--- config.mk ---
export PLATFORM = sky130hd
export DESIGN_NAME = lc3b_pipe_ctrl
export DESIGN_NICKNAME = d
export VERILOG_FILES = /design/src/common/lc3b_types_pkg.sv /design/src/common/lc3b_stage_if.sv /design/src/hazard/hazard_detection.sv /design/src/rtl/lc3b_fetch.sv /design/src/rtl/lc3b_mem_access.sv /design/src/rtl/lc3b_pipe_ctrl.sv /design/src/rtl/lc3b_stage_regs.sv
export VERILOG_INCLUDE_DIRS = /design/src /design/src/common
export SDC_FILE = /design/constraint.sdc
export NUM_CORES = 1
export LEC_CHECK = 0
export CAP_MARGIN = 20
export CORE_UTILIZATION = 55
export DETAILED_ROUTE_END_ITERATION = 10
export DONT_BUFFER_PORTS = 1
export PLACE_DENSITY = 0.78
export SYNTH_ARGS = -nofsm -noshare
export SYNTH_HDL_FRONTEND = slang
export SYNTH_SLANG_ARGS = --single-unit
--- constraint.sdc ---
create_clock -name i_clk -period 9.3 [get_ports i_clk]
set_input_delay 0.465 -clock i_clk [delete_from_list [all_inputs] [get_ports i_clk]]
set_output_delay 0.465 -clock i_clk [all_outputs]
set_load 0.01 [all_outputs]
--- src/common/lc3b_macros.svh ---
`ifndef LC3B_MACROS_SVH
`define LC3B_MACROS_SVH

`default_nettype none

// first instruction address out of reset
`define LC3B_RESET_PC   16'h0000

// byte distance between consecutive instruction words
`define LC3B_WORD_STEP  16'd2

// trap vector to byte address
`define LC3B_TRAP_SHIFT 1

`default_nettype wire

`endif

--- src/common/lc3b_types_pkg.sv ---
`default_nettype none

package lc3b_types_pkg;

    typedef logic [15:0] lc3b_word;
    typedef logic [15:0] lc3b_addr;
    typedef logic [2:0]  lc3b_nzp;

    // LC-3b opcode field, bits [15:12]
    typedef enum logic [3:0] {
        op_br   = 4'b0000,
        op_add  = 4'b0001,
        op_ldb  = 4'b0010,
        op_stb  = 4'b0011,
        op_jsr  = 4'b0100,
        op_and  = 4'b0101,
        op_ldr  = 4'b0110,
        op_str  = 4'b0111,
        op_rti  = 4'b1000,
        op_not  = 4'b1001,
        op_ldi  = 4'b1010,
        op_sti  = 4'b1011,
        op_jmp  = 4'b1100,
        op_shf  = 4'b1101,
        op_lea  = 4'b1110,
        op_trap = 4'b1111
    } lc3b_opcode;

    typedef enum logic [1:0] {
        fetch_idle,
        fetch_req,
        fetch_hold
    } fetch_state_e;

    // one pipeline slot
    typedef struct packed {
        logic       valid;
        lc3b_opcode op;
        lc3b_nzp    nzp;
        lc3b_addr   pc;
        lc3b_addr   target;
    } stage_rec_t;

endpackage

`default_nettype wire

--- src/common/lc3b_stage_if.sv ---
`default_nettype none
`timescale 1ns/1ps

interface lc3b_stage_if;

    // opcodes per stage, invalid slots read as a nop branch
    lc3b_types_pkg::lc3b_opcode op_id;
    lc3b_types_pkg::lc3b_opcode op_ex;
    lc3b_types_pkg::lc3b_opcode op_mem;
    lc3b_types_pkg::lc3b_opcode op_mem_inter;
    lc3b_types_pkg::lc3b_opcode op_wb;

    lc3b_types_pkg::lc3b_nzp    nzp_wb;
    logic                       wb_valid;
    lc3b_types_pkg::lc3b_addr   wb_target;

    // ldi or sti sitting in MEM_inter, second access still owed
    logic                       mem_inter_pending;

    // instruction addresses for the data memory requests
    lc3b_types_pkg::lc3b_addr   pc_mem;
    lc3b_types_pkg::lc3b_addr   pc_mem_inter;

    modport src (
        output op_id, op_ex, op_mem, op_mem_inter, op_wb,
        output nzp_wb, wb_valid, wb_target, mem_inter_pending,
        output pc_mem, pc_mem_inter
    );

    modport view (
        input op_id, op_ex, op_mem, op_mem_inter, op_wb,
        input nzp_wb, wb_valid, wb_target, mem_inter_pending,
        input pc_mem, pc_mem_inter
    );

endinterface

`default_nettype wire

--- src/hazard/hazard_detection.sv ---
`default_nettype none
`timescale 1ns/1ps

module hazard_detection (
    input  wire logic   i_fetch_wait,
    input  wire logic   i_dmem_busy,
    lc3b_stage_if.view  stg,
    output logic        o_load,
    output logic        o_load_pc,
    output logic        o_redirect,
    output logic        o_flush,
    output logic        o_fetch_enable
);

    logic ctrl_in_flight;

    function automatic logic is_ctrl(input lc3b_types_pkg::lc3b_opcode op);
        logic hit;
        case (op)
            lc3b_types_pkg::op_jsr:  hit = 1'b1;
            lc3b_types_pkg::op_trap: hit = 1'b1;
            default:                 hit = 1'b0;
        endcase
        return hit;
    endfunction

    // jsr or trap anywhere before WB, nothing behind it may be fetched
    assign ctrl_in_flight = is_ctrl(stg.op_id) || is_ctrl(stg.op_ex) ||
                            is_ctrl(stg.op_mem) || is_ctrl(stg.op_mem_inter);

    always_comb begin
        o_fetch_enable = !ctrl_in_flight;
        o_redirect     = 1'b0;
        o_flush        = 1'b0;

        if (stg.wb_valid) begin
            case (stg.op_wb)
                lc3b_types_pkg::op_br: begin
                    // no condition codes here, any nzp bit means taken
                    if (stg.nzp_wb != 3'b000) begin
                        o_fetch_enable = 1'b0;
                        o_redirect     = 1'b1;
                        o_flush        = 1'b1;
                    end
                end
                lc3b_types_pkg::op_jsr: begin
                    o_fetch_enable = 1'b0;
                    o_redirect     = 1'b1;
                end
                lc3b_types_pkg::op_trap: begin
                    o_fetch_enable = 1'b0;
                    o_redirect     = 1'b1;
                end
                default: ;
            endcase
        end
    end

    // whole pipe waits on either memory
    assign o_load    = !(i_fetch_wait || i_dmem_busy);
    assign o_load_pc = o_load && o_redirect;

endmodule

`default_nettype wire

--- src/rtl/lc3b_fetch.sv ---
`include "lc3b_macros.svh"
`default_nettype none
`timescale 1ns/1ps

module lc3b_fetch (
    input  wire logic                       i_clk,
    input  wire logic                       i_rst,
    input  wire logic                       i_load,
    input  wire logic                       i_load_pc,
    input  wire logic                       i_redirect,
    input  wire logic                       i_fetch_enable,
    input  wire lc3b_types_pkg::lc3b_addr   i_redirect_target,
    output logic                            o_imem_read,
    output lc3b_types_pkg::lc3b_addr        o_imem_addr,
    input  wire logic                       i_imem_resp,
    output logic                            o_fetch_valid,
    output lc3b_types_pkg::lc3b_addr        o_fetch_pc
);

    lc3b_types_pkg::fetch_state_e state;
    lc3b_types_pkg::lc3b_addr     pc;

    always_ff @(posedge i_clk) begin
        if (i_rst) begin
            state <= lc3b_types_pkg::fetch_idle;
            pc    <= `LC3B_RESET_PC;
        end else begin
            case (state)
                lc3b_types_pkg::fetch_idle: begin
                    // no new request while the PC is about to be replaced
                    if (i_fetch_enable && !i_redirect)
                        state <= lc3b_types_pkg::fetch_req;
                end
                lc3b_types_pkg::fetch_req: begin
                    if (i_imem_resp)
                        state <= lc3b_types_pkg::fetch_hold;
                end
                lc3b_types_pkg::fetch_hold: begin
                    if (i_load)
                        state <= lc3b_types_pkg::fetch_idle;
                end
                default: state <= lc3b_types_pkg::fetch_idle;
            endcase

            // a redirect wins over the step, the held word is dropped by the flush
            if (i_load && i_load_pc)
                pc <= i_redirect_target;
            else if (i_load && state == lc3b_types_pkg::fetch_hold)
                pc <= pc + `LC3B_WORD_STEP;
        end
    end

    // request held until the response, pc stays put meanwhile
    assign o_imem_read   = (state == lc3b_types_pkg::fetch_req);
    assign o_imem_addr   = pc;
    assign o_fetch_valid = o_imem_read && i_imem_resp;
    assign o_fetch_pc    = pc;

endmodule

`default_nettype wire

--- src/rtl/lc3b_mem_access.sv ---
`default_nettype none
`timescale 1ns/1ps

module lc3b_mem_access (
    input  wire logic                   i_clk,
    input  wire logic                   i_rst,
    input  wire logic                   i_load,
    lc3b_stage_if.view                  stg,
    output logic                        o_dmem_read,
    output logic                        o_dmem_write,
    output lc3b_types_pkg::lc3b_addr    o_dmem_addr,
    input  wire logic                   i_dmem_resp,
    output logic                        o_dmem_busy
);

    logic done_inter;
    logic done_mem;
    logic need_mem;
    logic mem_is_read;
    logic serve_inter;
    logic serve_mem;

    // first access of ldi and sti is the pointer read
    always_comb begin
        need_mem    = 1'b0;
        mem_is_read = 1'b0;
        case (stg.op_mem)
            lc3b_types_pkg::op_ldb, lc3b_types_pkg::op_ldr,
            lc3b_types_pkg::op_ldi, lc3b_types_pkg::op_sti: begin
                need_mem    = 1'b1;
                mem_is_read = 1'b1;
            end
            lc3b_types_pkg::op_stb, lc3b_types_pkg::op_str: need_mem = 1'b1;
            default: ;
        endcase
    end

    // older instruction in MEM_inter goes first
    assign serve_inter = stg.mem_inter_pending && !done_inter;
    assign serve_mem   = need_mem && !done_mem && !serve_inter;

    assign o_dmem_read  = (serve_inter && stg.op_mem_inter == lc3b_types_pkg::op_ldi) ||
                          (serve_mem && mem_is_read);
    assign o_dmem_write = (serve_inter && stg.op_mem_inter == lc3b_types_pkg::op_sti) ||
                          (serve_mem && !mem_is_read);
    assign o_dmem_addr  = serve_inter ? stg.pc_mem_inter : stg.pc_mem;
    assign o_dmem_busy  = serve_inter || serve_mem;

    always_ff @(posedge i_clk) begin
        if (i_rst || i_load) begin
            done_inter <= 1'b0;
            done_mem   <= 1'b0;
        end else if (i_dmem_resp) begin
            if (serve_inter)
                done_inter <= 1'b1;
            else if (serve_mem)
                done_mem <= 1'b1;
        end
    end

endmodule

`default_nettype wire

--- src/rtl/lc3b_pipe_ctrl.sv ---
`default_nettype none
`timescale 1ns/1ps

module lc3b_pipe_ctrl (
    input  wire logic                       i_clk,
    input  wire logic                       i_rst,
    output logic                            o_imem_read,
    output lc3b_types_pkg::lc3b_addr        o_imem_addr,
    input  wire logic                       i_imem_resp,
    input  wire lc3b_types_pkg::lc3b_word   i_imem_rdata,
    output logic                            o_dmem_read,
    output logic                            o_dmem_write,
    output lc3b_types_pkg::lc3b_addr        o_dmem_addr,
    input  wire logic                       i_dmem_resp,
    output logic                            o_retire_valid,
    output lc3b_types_pkg::lc3b_addr        o_retire_pc,
    output lc3b_types_pkg::lc3b_opcode      o_retire_op
);

    logic                     load;
    logic                     load_pc;
    logic                     flush;
    logic                     redirect;
    logic                     fetch_enable;
    logic                     dmem_busy;
    logic                     fetch_valid;
    lc3b_types_pkg::lc3b_addr fetch_pc;

    lc3b_stage_if stg ();

    lc3b_fetch u_fetch (
        .i_clk             (i_clk),
        .i_rst             (i_rst),
        .i_load            (load),
        .i_load_pc         (load_pc),
        .i_redirect        (redirect),
        .i_fetch_enable    (fetch_enable),
        .i_redirect_target (stg.wb_target),
        .o_imem_read       (o_imem_read),
        .o_imem_addr       (o_imem_addr),
        .i_imem_resp       (i_imem_resp),
        .o_fetch_valid     (fetch_valid),
        .o_fetch_pc        (fetch_pc)
    );

    lc3b_stage_regs u_stage_regs (
        .i_clk          (i_clk),
        .i_rst          (i_rst),
        .i_load         (load),
        .i_flush        (flush),
        .i_fetch_valid  (fetch_valid),
        .i_fetch_pc     (fetch_pc),
        .i_imem_rdata   (i_imem_rdata),
        .o_retire_valid (o_retire_valid),
        .o_retire_pc    (o_retire_pc),
        .o_retire_op    (o_retire_op),
        .stg            (stg.src)
    );

    lc3b_mem_access u_mem_access (
        .i_clk        (i_clk),
        .i_rst        (i_rst),
        .i_load       (load),
        .stg          (stg.view),
        .o_dmem_read  (o_dmem_read),
        .o_dmem_write (o_dmem_write),
        .o_dmem_addr  (o_dmem_addr),
        .i_dmem_resp  (i_dmem_resp),
        .o_dmem_busy  (dmem_busy)
    );

    // an open instruction request is the fetch wait
    hazard_detection u_hazard (
        .i_fetch_wait   (o_imem_read),
        .i_dmem_busy    (dmem_busy),
        .stg            (stg.view),
        .o_load         (load),
        .o_load_pc      (load_pc),
        .o_redirect     (redirect),
        .o_flush        (flush),
        .o_fetch_enable (fetch_enable)
    );

endmodule

`default_nettype wire

--- src/rtl/lc3b_stage_regs.sv ---
`include "lc3b_macros.svh"
`default_nettype none
`timescale 1ns/1ps

module lc3b_stage_regs (
    input  wire logic                       i_clk,
    input  wire logic                       i_rst,
    input  wire logic                       i_load,
    input  wire logic                       i_flush,
    input  wire logic                       i_fetch_valid,
    input  wire lc3b_types_pkg::lc3b_addr   i_fetch_pc,
    input  wire lc3b_types_pkg::lc3b_word   i_imem_rdata,
    output logic                            o_retire_valid,
    output lc3b_types_pkg::lc3b_addr        o_retire_pc,
    output lc3b_types_pkg::lc3b_opcode      o_retire_op,
    lc3b_stage_if.src                       stg
);

    lc3b_types_pkg::stage_rec_t if_rec, id_rec, ex_rec, mem_rec, inter_rec, wb_rec;

    function automatic lc3b_types_pkg::stage_rec_t decode(
        input lc3b_types_pkg::lc3b_word w,
        input lc3b_types_pkg::lc3b_addr pc
    );
        lc3b_types_pkg::stage_rec_t rec;
        lc3b_types_pkg::lc3b_addr   next_pc;
        next_pc    = pc + `LC3B_WORD_STEP;
        rec.valid  = 1'b1;
        rec.op     = lc3b_types_pkg::lc3b_opcode'(w[15:12]);
        rec.nzp    = '0;
        rec.pc     = pc;
        rec.target = next_pc;
        case (rec.op)
            lc3b_types_pkg::op_br: begin
                rec.nzp    = w[11:9];
                rec.target = next_pc + {{6{w[8]}}, w[8:0], 1'b0};
            end
            lc3b_types_pkg::op_jsr: begin
                // jsrr needs a base register, carried like jmp
                if (w[11])
                    rec.target = next_pc + {{4{w[10]}}, w[10:0], 1'b0};
                else
                    rec.op = lc3b_types_pkg::op_jmp;
            end
            lc3b_types_pkg::op_trap: rec.target = {8'h00, w[7:0]} << `LC3B_TRAP_SHIFT;
            default: ;
        endcase
        return rec;
    endfunction

    always_ff @(posedge i_clk) begin
        if (i_rst) begin
            if_rec.valid    <= 1'b0;
            id_rec.valid    <= 1'b0;
            ex_rec.valid    <= 1'b0;
            mem_rec.valid   <= 1'b0;
            inter_rec.valid <= 1'b0;
            wb_rec.valid    <= 1'b0;
        end else if (i_load) begin
            wb_rec    <= inter_rec;
            inter_rec <= mem_rec;
            mem_rec   <= ex_rec;
            ex_rec    <= id_rec;
            id_rec    <= if_rec;
            if_rec.valid <= 1'b0;
            // everything behind the taken branch is wrong path
            if (i_flush) begin
                wb_rec.valid    <= 1'b0;
                inter_rec.valid <= 1'b0;
                mem_rec.valid   <= 1'b0;
                ex_rec.valid    <= 1'b0;
                id_rec.valid    <= 1'b0;
            end
        end else if (i_fetch_valid) begin
            if_rec <= decode(i_imem_rdata, i_fetch_pc);
        end
    end

    always_ff @(posedge i_clk) begin
        if (i_rst)
            o_retire_valid <= 1'b0;
        else
            o_retire_valid <= i_load && wb_rec.valid;
    end

    always_ff @(posedge i_clk) begin
        if (i_load && wb_rec.valid) begin
            o_retire_pc <= wb_rec.pc;
            o_retire_op <= wb_rec.op;
        end
    end

    // empty slots look like br with nzp 000
    assign stg.op_id        = id_rec.valid    ? id_rec.op    : lc3b_types_pkg::op_br;
    assign stg.op_ex        = ex_rec.valid    ? ex_rec.op    : lc3b_types_pkg::op_br;
    assign stg.op_mem       = mem_rec.valid   ? mem_rec.op   : lc3b_types_pkg::op_br;
    assign stg.op_mem_inter = inter_rec.valid ? inter_rec.op : lc3b_types_pkg::op_br;
    assign stg.op_wb        = wb_rec.valid    ? wb_rec.op    : lc3b_types_pkg::op_br;
    assign stg.nzp_wb       = wb_rec.valid    ? wb_rec.nzp   : '0;
    assign stg.wb_valid     = wb_rec.valid;
    assign stg.wb_target    = wb_rec.target;
    assign stg.pc_mem       = mem_rec.pc;
    assign stg.pc_mem_inter = inter_rec.pc;
    assign stg.mem_inter_pending = inter_rec.valid &&
        (inter_rec.op == lc3b_types_pkg::op_ldi || inter_rec.op == lc3b_types_pkg::op_sti);

endmodule

`default_nettype wire

==> impl_metrics.csv, run 1 <==
group,metric,value,unit
timing,fin_crit_sh,0.4352,
run_status,status,"complete, no violations",
worst_setup_path,start_kind,"register",
placed_design,dpl.hpwl,12060,um
timing,maxSlewHeadroom,0.3017,
min_path,min_path_type,"in2reg",
grt,antenna_found_initial,0,
final_layout,final_util,0.6315,
min_path,hold_depth,1,
routing,dr.pass1.iters,5,
routing,drc,0,
yosys,synth_top_flop_cell,"edfxtp_1",
routing,antenna_left,0,
clock_tree,clk_latency,0.53,ns
worst_setup_path,path_class,"reg2reg",
yosys,yosysTopAreaCellShare,0.7155,
worst_setup_path,crit_start,"u_stage_regs.mem_rec[36]$_DFFE_PP_",
worst_setup_path,r2r.worst_path.cells,6,
final_layout,fin_area,11890,sq um
routing,totalWireLength,18180,um
routing,wl_met1,7506,um
final_layout,drive_gt1_frac,0.08990,
routing,dr_wl_met2,8927,um
grt,grt_pass1_wl,28810,um
placed_design,gp_congestion,0.9000,
routing,wl_per_cell,18.50,um
power,peakVddDrop,109.6,uV
placed_design,dpl_cell_area,11000,sq um
final_layout,area_growth,11.55,%
timing,setup_viol,0,
power,total_power,0.002590,W
die,rows,50,
yosys,yosys_warnings,0,
worst_setup_path,cp_max_fo,85,
routing,wl_met3,1313,um
yosys,yosys.area.top_type,"edfxtp_1",
die,floorplan.initialDensity,0.5661,
yosys,syn_area,10660,sq um
yosys,synth_nets,727,
grt,grt.total_usage,0.1888,
placed_design,portBuffers,0,
timing,final.setup.tns,0,ns
timing,fin_worst_skew,0.01053,ns
yosys,yosys-top-cells-area,"edfxtp_1 (72%), dfxtp_1 (5.1%), nand2_1 (3.1%)",
worst_setup_path,endpoint_kind,"register",
timing,rsz0062_at_grt,"no",
clock_tree,cts_buffers,26,
yosys,avgSynthCellArea,15.59,sq um
final_layout,final_nets,746,
power,leakagePower,4.116,nW
timing,finalHoldViolCount,0,
clock_tree,clk_pin_slew,0.06,ns
yosys,yosysMostFrequentCell,"edfxtp_1",
timing,slew_viol_final,0,
worst_setup_path,r2r_slack,5.25,ns
clock_tree,cts-root-buf,"clkbuf_16",
worst_setup_path,cp.required,9.45,ns
yosys,ys_ff_latch,281,
routing,num_vias,5585,
clock_tree,cts_buffer_depth,3,
timing,timing.final.ws_setup,5.252,ns
clock_tree,cts_tree,"done",
min_path,min_to,"u_fetch.state[1]$_SDFFE_PP0P_",
routing,top_layer,"met4",
job,drv_cap,0,
yosys,synth_cell_types,58,
die,die_w,141.2,um
power,power.density,217.8,nW/um^2
die,coreArea,18830,sq um
yosys,ys_seq_area_frac,0.7662,
die,die_h,141.2,um
timing,fmax,0.2470,GHz
yosys,synth_edf_count,254,
min_path,hp-start,"i_rst",
worst_setup_path,regToRegEndpoint,"u_stage_regs.inter_rec[8]$_DFFE_PP_",
worst_setup_path,arrival,4.20,ns
yosys,ys_async_sr_fraction,0,
final_layout,diodes,0,
timing,period_minus_slack,4.048,ns
yosys,yosys-top-cells-count,"edfxtp_1 (254), nand2_1 (89), nor2_1 (41)",
clock_tree,post_cts_buffers,0,
clock_tree,htree_num_levels,1,
die,ios,76,
placed_design,place_ws,5.242,ns
grt,grt_overflow,0,
routing,viasPerCell,5.682,
worst_setup_path,worstReg2RegStart,"u_stage_regs.mem_rec[36]$_DFFE_PP_",
clock_tree,clock_sinks,281,
yosys,synthCells,684,
timing,worst_pin_slew,1.044,ns
grt,grt_max_degree,86,
routing,first_iter_violations,400,
die,die_area,19940,sq um
grt,first_global_vias,5518,
## worst max-delay path: stages, from the launching register on
cell and delay (ns):
edfxtp_1 0.44, nand2_1 0.13, a211oi_1 0.10, or3_1 0.42, nor2_4 0.71, buf_4 0.86
buf_4 0.92
## placed cells by master (no fill, tap or decap), types with 4 or more instances in the layout
master,netlist,routed
edfxtp_1,254,254
nand2_1,89,89
nor2_1,41,39
clkbuf_16,0,27
dfxtp_1,27,27
xor2_1,22,22
ha_1,22,22
a211oi_1,20,20
a21oi_1,18,18
o21ai_0,18,18
nand3_1,17,17
xnor2_1,17,17
nor3_1,10,9
a22oi_1,9,9
nand2b_1,8,8
a21o_1,7,7
and3_1,7,7
inv_1,6,6
nand4_1,6,6
clkinv_2,0,6
and2_1,5,5
mux2i_1,5,5
or3_1,5,5
a22o_1,5,5
clkbuf_8,1,5
buf_4,0,4
## worst max path at each step
stage	to	slack [ns]	depth (start not counted)
2_1_floorplan	u_stage_regs.ex_rec[0]$_DFFE_PP_	2.81	4
3_3_place_gp	u_stage_regs.id_rec[6]$_DFFE_PP_	5.44	6
3_5_place_dp	u_stage_regs.id_rec[6]$_DFFE_PP_	5.24	6
4_1_cts	u_stage_regs.id_rec[30]$_DFFE_PP_	5.23	6
5_1_grt	u_stage_regs.inter_rec[8]$_DFFE_PP_	4.99	6
6_report	u_stage_regs.inter_rec[8]$_DFFE_PP_	5.25	6
## layer usage
metal  global-route usage  up-vias
met5                    0        -
met4              0.06922        0
met3              0.04959       32
met2               0.3207      188
met1               0.2331     2724
li1                     -     2641
## through the flow
stage | hold WS [ns] | std cells
final | 0.006327 | 983
after CTS | 0.003104 | 982
after floorplan | 0.4003 | 684
after detailed placement | 0.4045 | 932
after global routing | 0.0002121 | 983
after global placement | 0.4001 | 930
## logic make-up after synthesis
group           after synthesis  share of synthesized area
compound gates              107                    0.06937
xor+xnor                     39                    0.03204
fa+ha+maj                    23                    0.02770
buf+inv                      24                   0.009975
flops                       281                     0.7662
mux                           7                   0.006808
simple gates                203                    0.08791
## power breakdown
part | internal [W] | total, W | switching, W
Combinational | 0.0000208 | 0.0000788 | 0.0000580
Clock | 0.000600 | 0.00104 | 0.000437
Sequential | 0.00145 | 0.00147 | 0.0000231
Total | 0.00207 | 0.00259 | 0.000518
## what timing repair did
action,in CTS,in global routing
endpoints found under the hold margin,8,2
hold buffers,2,1
gates resized for setup,0,0
## sequential cells by signal, summed over array words and instances, names as in the netlist, 4 cells and up
signal	count
u_fetch.o_fetch_pc	16
u_stage_regs.ex_rec	40
u_stage_regs.id_rec	40
u_stage_regs.if_rec	40
u_stage_regs.inter_rec	24
u_stage_regs.mem_rec	24
u_stage_regs.o_retire_op	4
u_stage_regs.o_retire_pc	16
u_stage_regs.stg.pc_mem	16
u_stage_regs.stg.pc_mem_inter	16
u_stage_regs.stg.wb_target	16
u_stage_regs.wb_rec	23
## area by class of cell
type                    count  area, sq um
clock buffers              35        755.7
multi-input cells         379         2412
flip-flops and latches    281         8168
fillers                  1303         6939
well taps                 260        325.3
repair buffers              9        102.6
inverters                   6        22.52
clock inverters            13        105.1
Power figures use the tool's default switching activity.
==> run 2, diff against run 1 <==
--- a/config.mk
+++ b/config.mk
@@ -6,11 +6,12 @@
 export SDC_FILE = /design/constraint.sdc
 export NUM_CORES = 1
 export LEC_CHECK = 0
+export ABC_AREA = 1
 export CAP_MARGIN = 20
 export CORE_UTILIZATION = 55
 export DETAILED_ROUTE_END_ITERATION = 10
 export DONT_BUFFER_PORTS = 1
-export PLACE_DENSITY = 0.78
+export PLACE_DENSITY = 0.75
 export SYNTH_ARGS = -nofsm -noshare
 export SYNTH_HDL_FRONTEND = slang
 export SYNTH_SLANG_ARGS = --single-unit
==> constraint.sdc (replaced) <==
create_clock -name i_clk -period 3.76 [get_ports i_clk]
set_input_delay 0.188 -clock i_clk [delete_from_list [all_inputs] [get_ports i_clk]]
set_output_delay 0.188 -clock i_clk [all_outputs]
set_load 0.01 [all_outputs]
==> run 2 against run 1 <==
Effect of this change:
- register-to-register slack got worse by 4.6 ns
- highest routed layer unchanged
- cell count up 20%
- fmax rose by 30%
- count of clock-buffer cells in the layout rose by 2
==> impl_metrics.csv, run 2 <==
group,metric,value,unit
timing,setup_viol,0,
worst_setup_path,r2r.worst_path.cells,18,
routing,dr.pass1.iters,5,
timing,slew_viol_final,0,
die,die_w,144.0,um
timing,period_minus_slack,3.122,ns
yosys,yosysTopAreaCellShare,0.6879,
min_path,min_path_type,"in2reg",
grt,grt_pass1_wl,32860,um
timing,fin_worst_skew,0.01075,ns
power,clock_power_share,0.395,
clock_tree,htree_num_levels,1,
worst_setup_path,start_kind,"register",
power,power_switching,0.001314,W
final_layout,final_cell_mix,"edfxtp_1 (254), nand2_1 (187), nand3_1 (77)",
routing,wl_per_cell,17.72,um
worst_setup_path,worstReg2RegStart,"u_fetch.o_fetch_pc[2]$_SDFFE_PP0P_",
yosys,ys_ff_latch,281,
final_layout,final_common_cell,"edfxtp_1",
yosys,synth_cell_types,47,
routing,totalWireLength,20920,um
min_path,hold_depth,3,
grt,grt.total_usage,0.2094,
timing,finalHoldViolCount,0,
yosys,yosys-top-cells-count,"edfxtp_1 (254), nand2_1 (187), nand3_1 (77)",
timing,fin_crit_sh,0.8302,
worst_setup_path,cp.required,4.02,ns
routing,viasPerCell,5.420,
timing,fmax,0.3203,GHz
routing,drc,0,
die,ios,76,
worst_setup_path,cp_max_fo,7,
routing,antenna_left,0,
power,p_sw_frac,0.2022,
routing,first_iter_violations,397,
yosys,yosys-top-cells-area,"edfxtp_1 (69%), nand2_1 (6.3%), dfxtp_1 (4.9%)",
grt,first_global_vias,6213,
placed_design,dpl.hpwl,14440,um
die,die_h,144.0,um
clock_tree,clk_latency,0.52,ns
power,seqPwrFrac,0.565,
final_layout,stdcell_count,1181,
routing,num_vias,6401,
power,comb_power_share,0.040,
worst_setup_path,r2r_slack,0.64,ns
worst_setup_path,arrival,3.39,ns
yosys,syn_area,11090,sq um
die,coreArea,19590,sq um
grt,grt_max_degree,80,
yosys,yosys_warnings,0,
die,floorplan.initialDensity,0.5660,
grt,antenna_found_initial,0,
power,p_int,0.005185,W
placed_design,place_inst,1113,
timing,final.setup.tns,0,ns
clock_tree,clock_sinks,281,
power,power.density,519.1,nW/um^2
min_path,hp-start,"i_imem_rdata[1]",
placed_design,gp_congestion,0.9078,
final_layout,diodes,0,
yosys,synth_nets,892,
clock_tree,cts_buffers,27,
yosys,synth_top_flop_cell,"edfxtp_1",
yosys,yosysMostFrequentCell,"edfxtp_1",
grt,grt_overflow,0,
worst_setup_path,regToRegEndpoint,"u_stage_regs.if_rec[15]$_DFFE_PP_",
final_layout,top_regs,"u_stage_regs.ex_rec: 40 flops, u_stage_regs.id_rec: 40 flops, u_stage_regs.if_rec: 40 flops",
yosys,ys_seq_area_frac,0.7366,
job,drv_cap,0,
clock_tree,clk_pin_slew,0.06,ns
clock_tree,cts-root-buf,"clkbuf_16",
die,rows,51,
clock_tree,cts_buffer_depth,3,
power,leakagePower,4.740,nW
power,peakVddDrop,315.8,uV
yosys,avgSynthCellArea,13.06,sq um
yosys,synth_edf_count,254,
final_layout,final_nets,939,
timing,worst_pin_slew,0.6344,ns
die,die_area,20730,sq um
min_path,min_to,"u_stage_regs.if_rec[2]$_DFFE_PP_",
worst_setup_path,endpoint_kind,"register",
yosys,yosys.area.top_type,"edfxtp_1",
yosys,ys_async_sr_fraction,0,
worst_setup_path,path_class,"reg2reg",
run_status,status,"complete, no violations",
final_layout,area_growth,12.92,%
timing,hold_slack,0.02979,ns
timing,rsz0062_at_grt,"no",
yosys,synthCells,849,
placed_design,portBuffers,0,
timing,maxSlewHeadroom,0.5755,
final_layout,drive_gt1_frac,0.09061,
clock_tree,cts_tree,"done",
-- run 2: changes by cell type after synthesis, sizes merged, moves of 10 or more --
| cell | change |
|---|---|
| a21oi | +13 |
| nand3 | +62 |
| nand2 | +104 |
| xnor2 | -14 |
| a211oi | -19 |
| inv | +75 |
| o21ai | +10 |
-- run 2: worst max-delay path: stages, from the launching register on --
cell     delay, ns
dfxtp_1       0.52
ha_1          0.26
inv_1         0.05
nor2_1        0.26
nand4_1       0.19
nand2_1       0.15
inv_1         0.14
ha_1          0.40
nand2_1       0.11
nor2_1        0.14
inv_1         0.06
nor2_1        0.09
nand2_1       0.08
nand2_1       0.08
nand2_1       0.07
nand3_1       0.07
nand2_1       0.05
nand3_1       0.07
nand3_1       0.06
-- run 2: stage by stage --
stage,setup WS [ns],area (sq um),util,power [W]
after floorplan,-0.3631,11100,-,0.003898
after detailed placement,0.6679,11480,0.5862,0.003978
final,0.6383,12520,0.6391,0.006499
after CTS,0.6534,12520,0.6391,0.006569
after global placement,0.7511,11480,0.5862,0.003959
after global routing,0.3679,12520,0.6391,0.006723
-- run 2: cell type report --
class,count,area (sq um)
sequential,281,8168
fill,1469,7069
multi-input combinational,473,2539
clock buffer,37,733.2
tap,265,331.6
timing repair buffer,31,317.8
inverter,82,317.8
clock inverter,12,113.9
-- run 2: power by group through the flow --
stage               Combinational [W]  Sequential (W)  Clock [W]
global route                 0.000284         0.00369    0.00275
finish                       0.000257         0.00367    0.00257
global placement             0.000234         0.00372          0
detailed placement           0.000238         0.00374          0
CTS                          0.000260         0.00367    0.00263
floorplan                    0.000167         0.00373          0
-- run 2: kinds of logic (layout without fill, tap and decap cells) --
family	Yosys count	in the layout	synth area share
and+or+nand+nor	351	351	0.1453
adders and majority gates	23	23	0.02663
DFF	281	281	0.7366
buffers and inverters	95	162	0.03577
xor gates and xnor gates	17	17	0.01411
AOI/OAI and AO/OA	82	82	0.04153
-- run 2: worst max path at each step --
stage | startpoint | endpoint | slack, ns | depth (start not counted)
2_1_floorplan | u_stage_regs.inter_rec[38]$_DFFE_PP_ | u_stage_regs.ex_rec[0]$_DFFE_PP_ | -0.36 | 5
3_3_place_gp | u_fetch.o_fetch_pc[3]$_SDFFE_PP0P_ | u_stage_regs.if_rec[15]$_DFFE_PP_ | 0.75 | 18
3_5_place_dp | u_fetch.o_fetch_pc[2]$_SDFFE_PP0P_ | u_stage_regs.if_rec[14]$_DFFE_PP_ | 0.67 | 13
4_1_cts | u_fetch.o_fetch_pc[2]$_SDFFE_PP0P_ | u_stage_regs.if_rec[14]$_DFFE_PP_ | 0.65 | 13
5_1_grt | u_fetch.o_fetch_pc[5]$_SDFFE_PP0P_ | u_stage_regs.if_rec[15]$_DFFE_PP_ | 0.37 | 15
6_report | u_fetch.o_fetch_pc[2]$_SDFFE_PP0P_ | u_stage_regs.if_rec[15]$_DFFE_PP_ | 0.64 | 18
-- run 2: routing by layer --
layer,track usage,wire length (um),part of all wire,vias up
met5,0,0,0,-
met4,0.05543,377,0.018,0
li1,-,-,-,3081
met2,0.3689,10570,0.50,186
met3,0.03974,1342,0.064,30
met1,0.2650,8637,0.41,3104
-- run 2: what timing repair did --
action | in CTS | in global routing
buffers inserted | 0 | 0
hold buffers | 19 | 0
endpoints found under the setup margin | 0 | 0
resized for setup | 0 | 0
endpoints found under the hold margin | 47 | 0
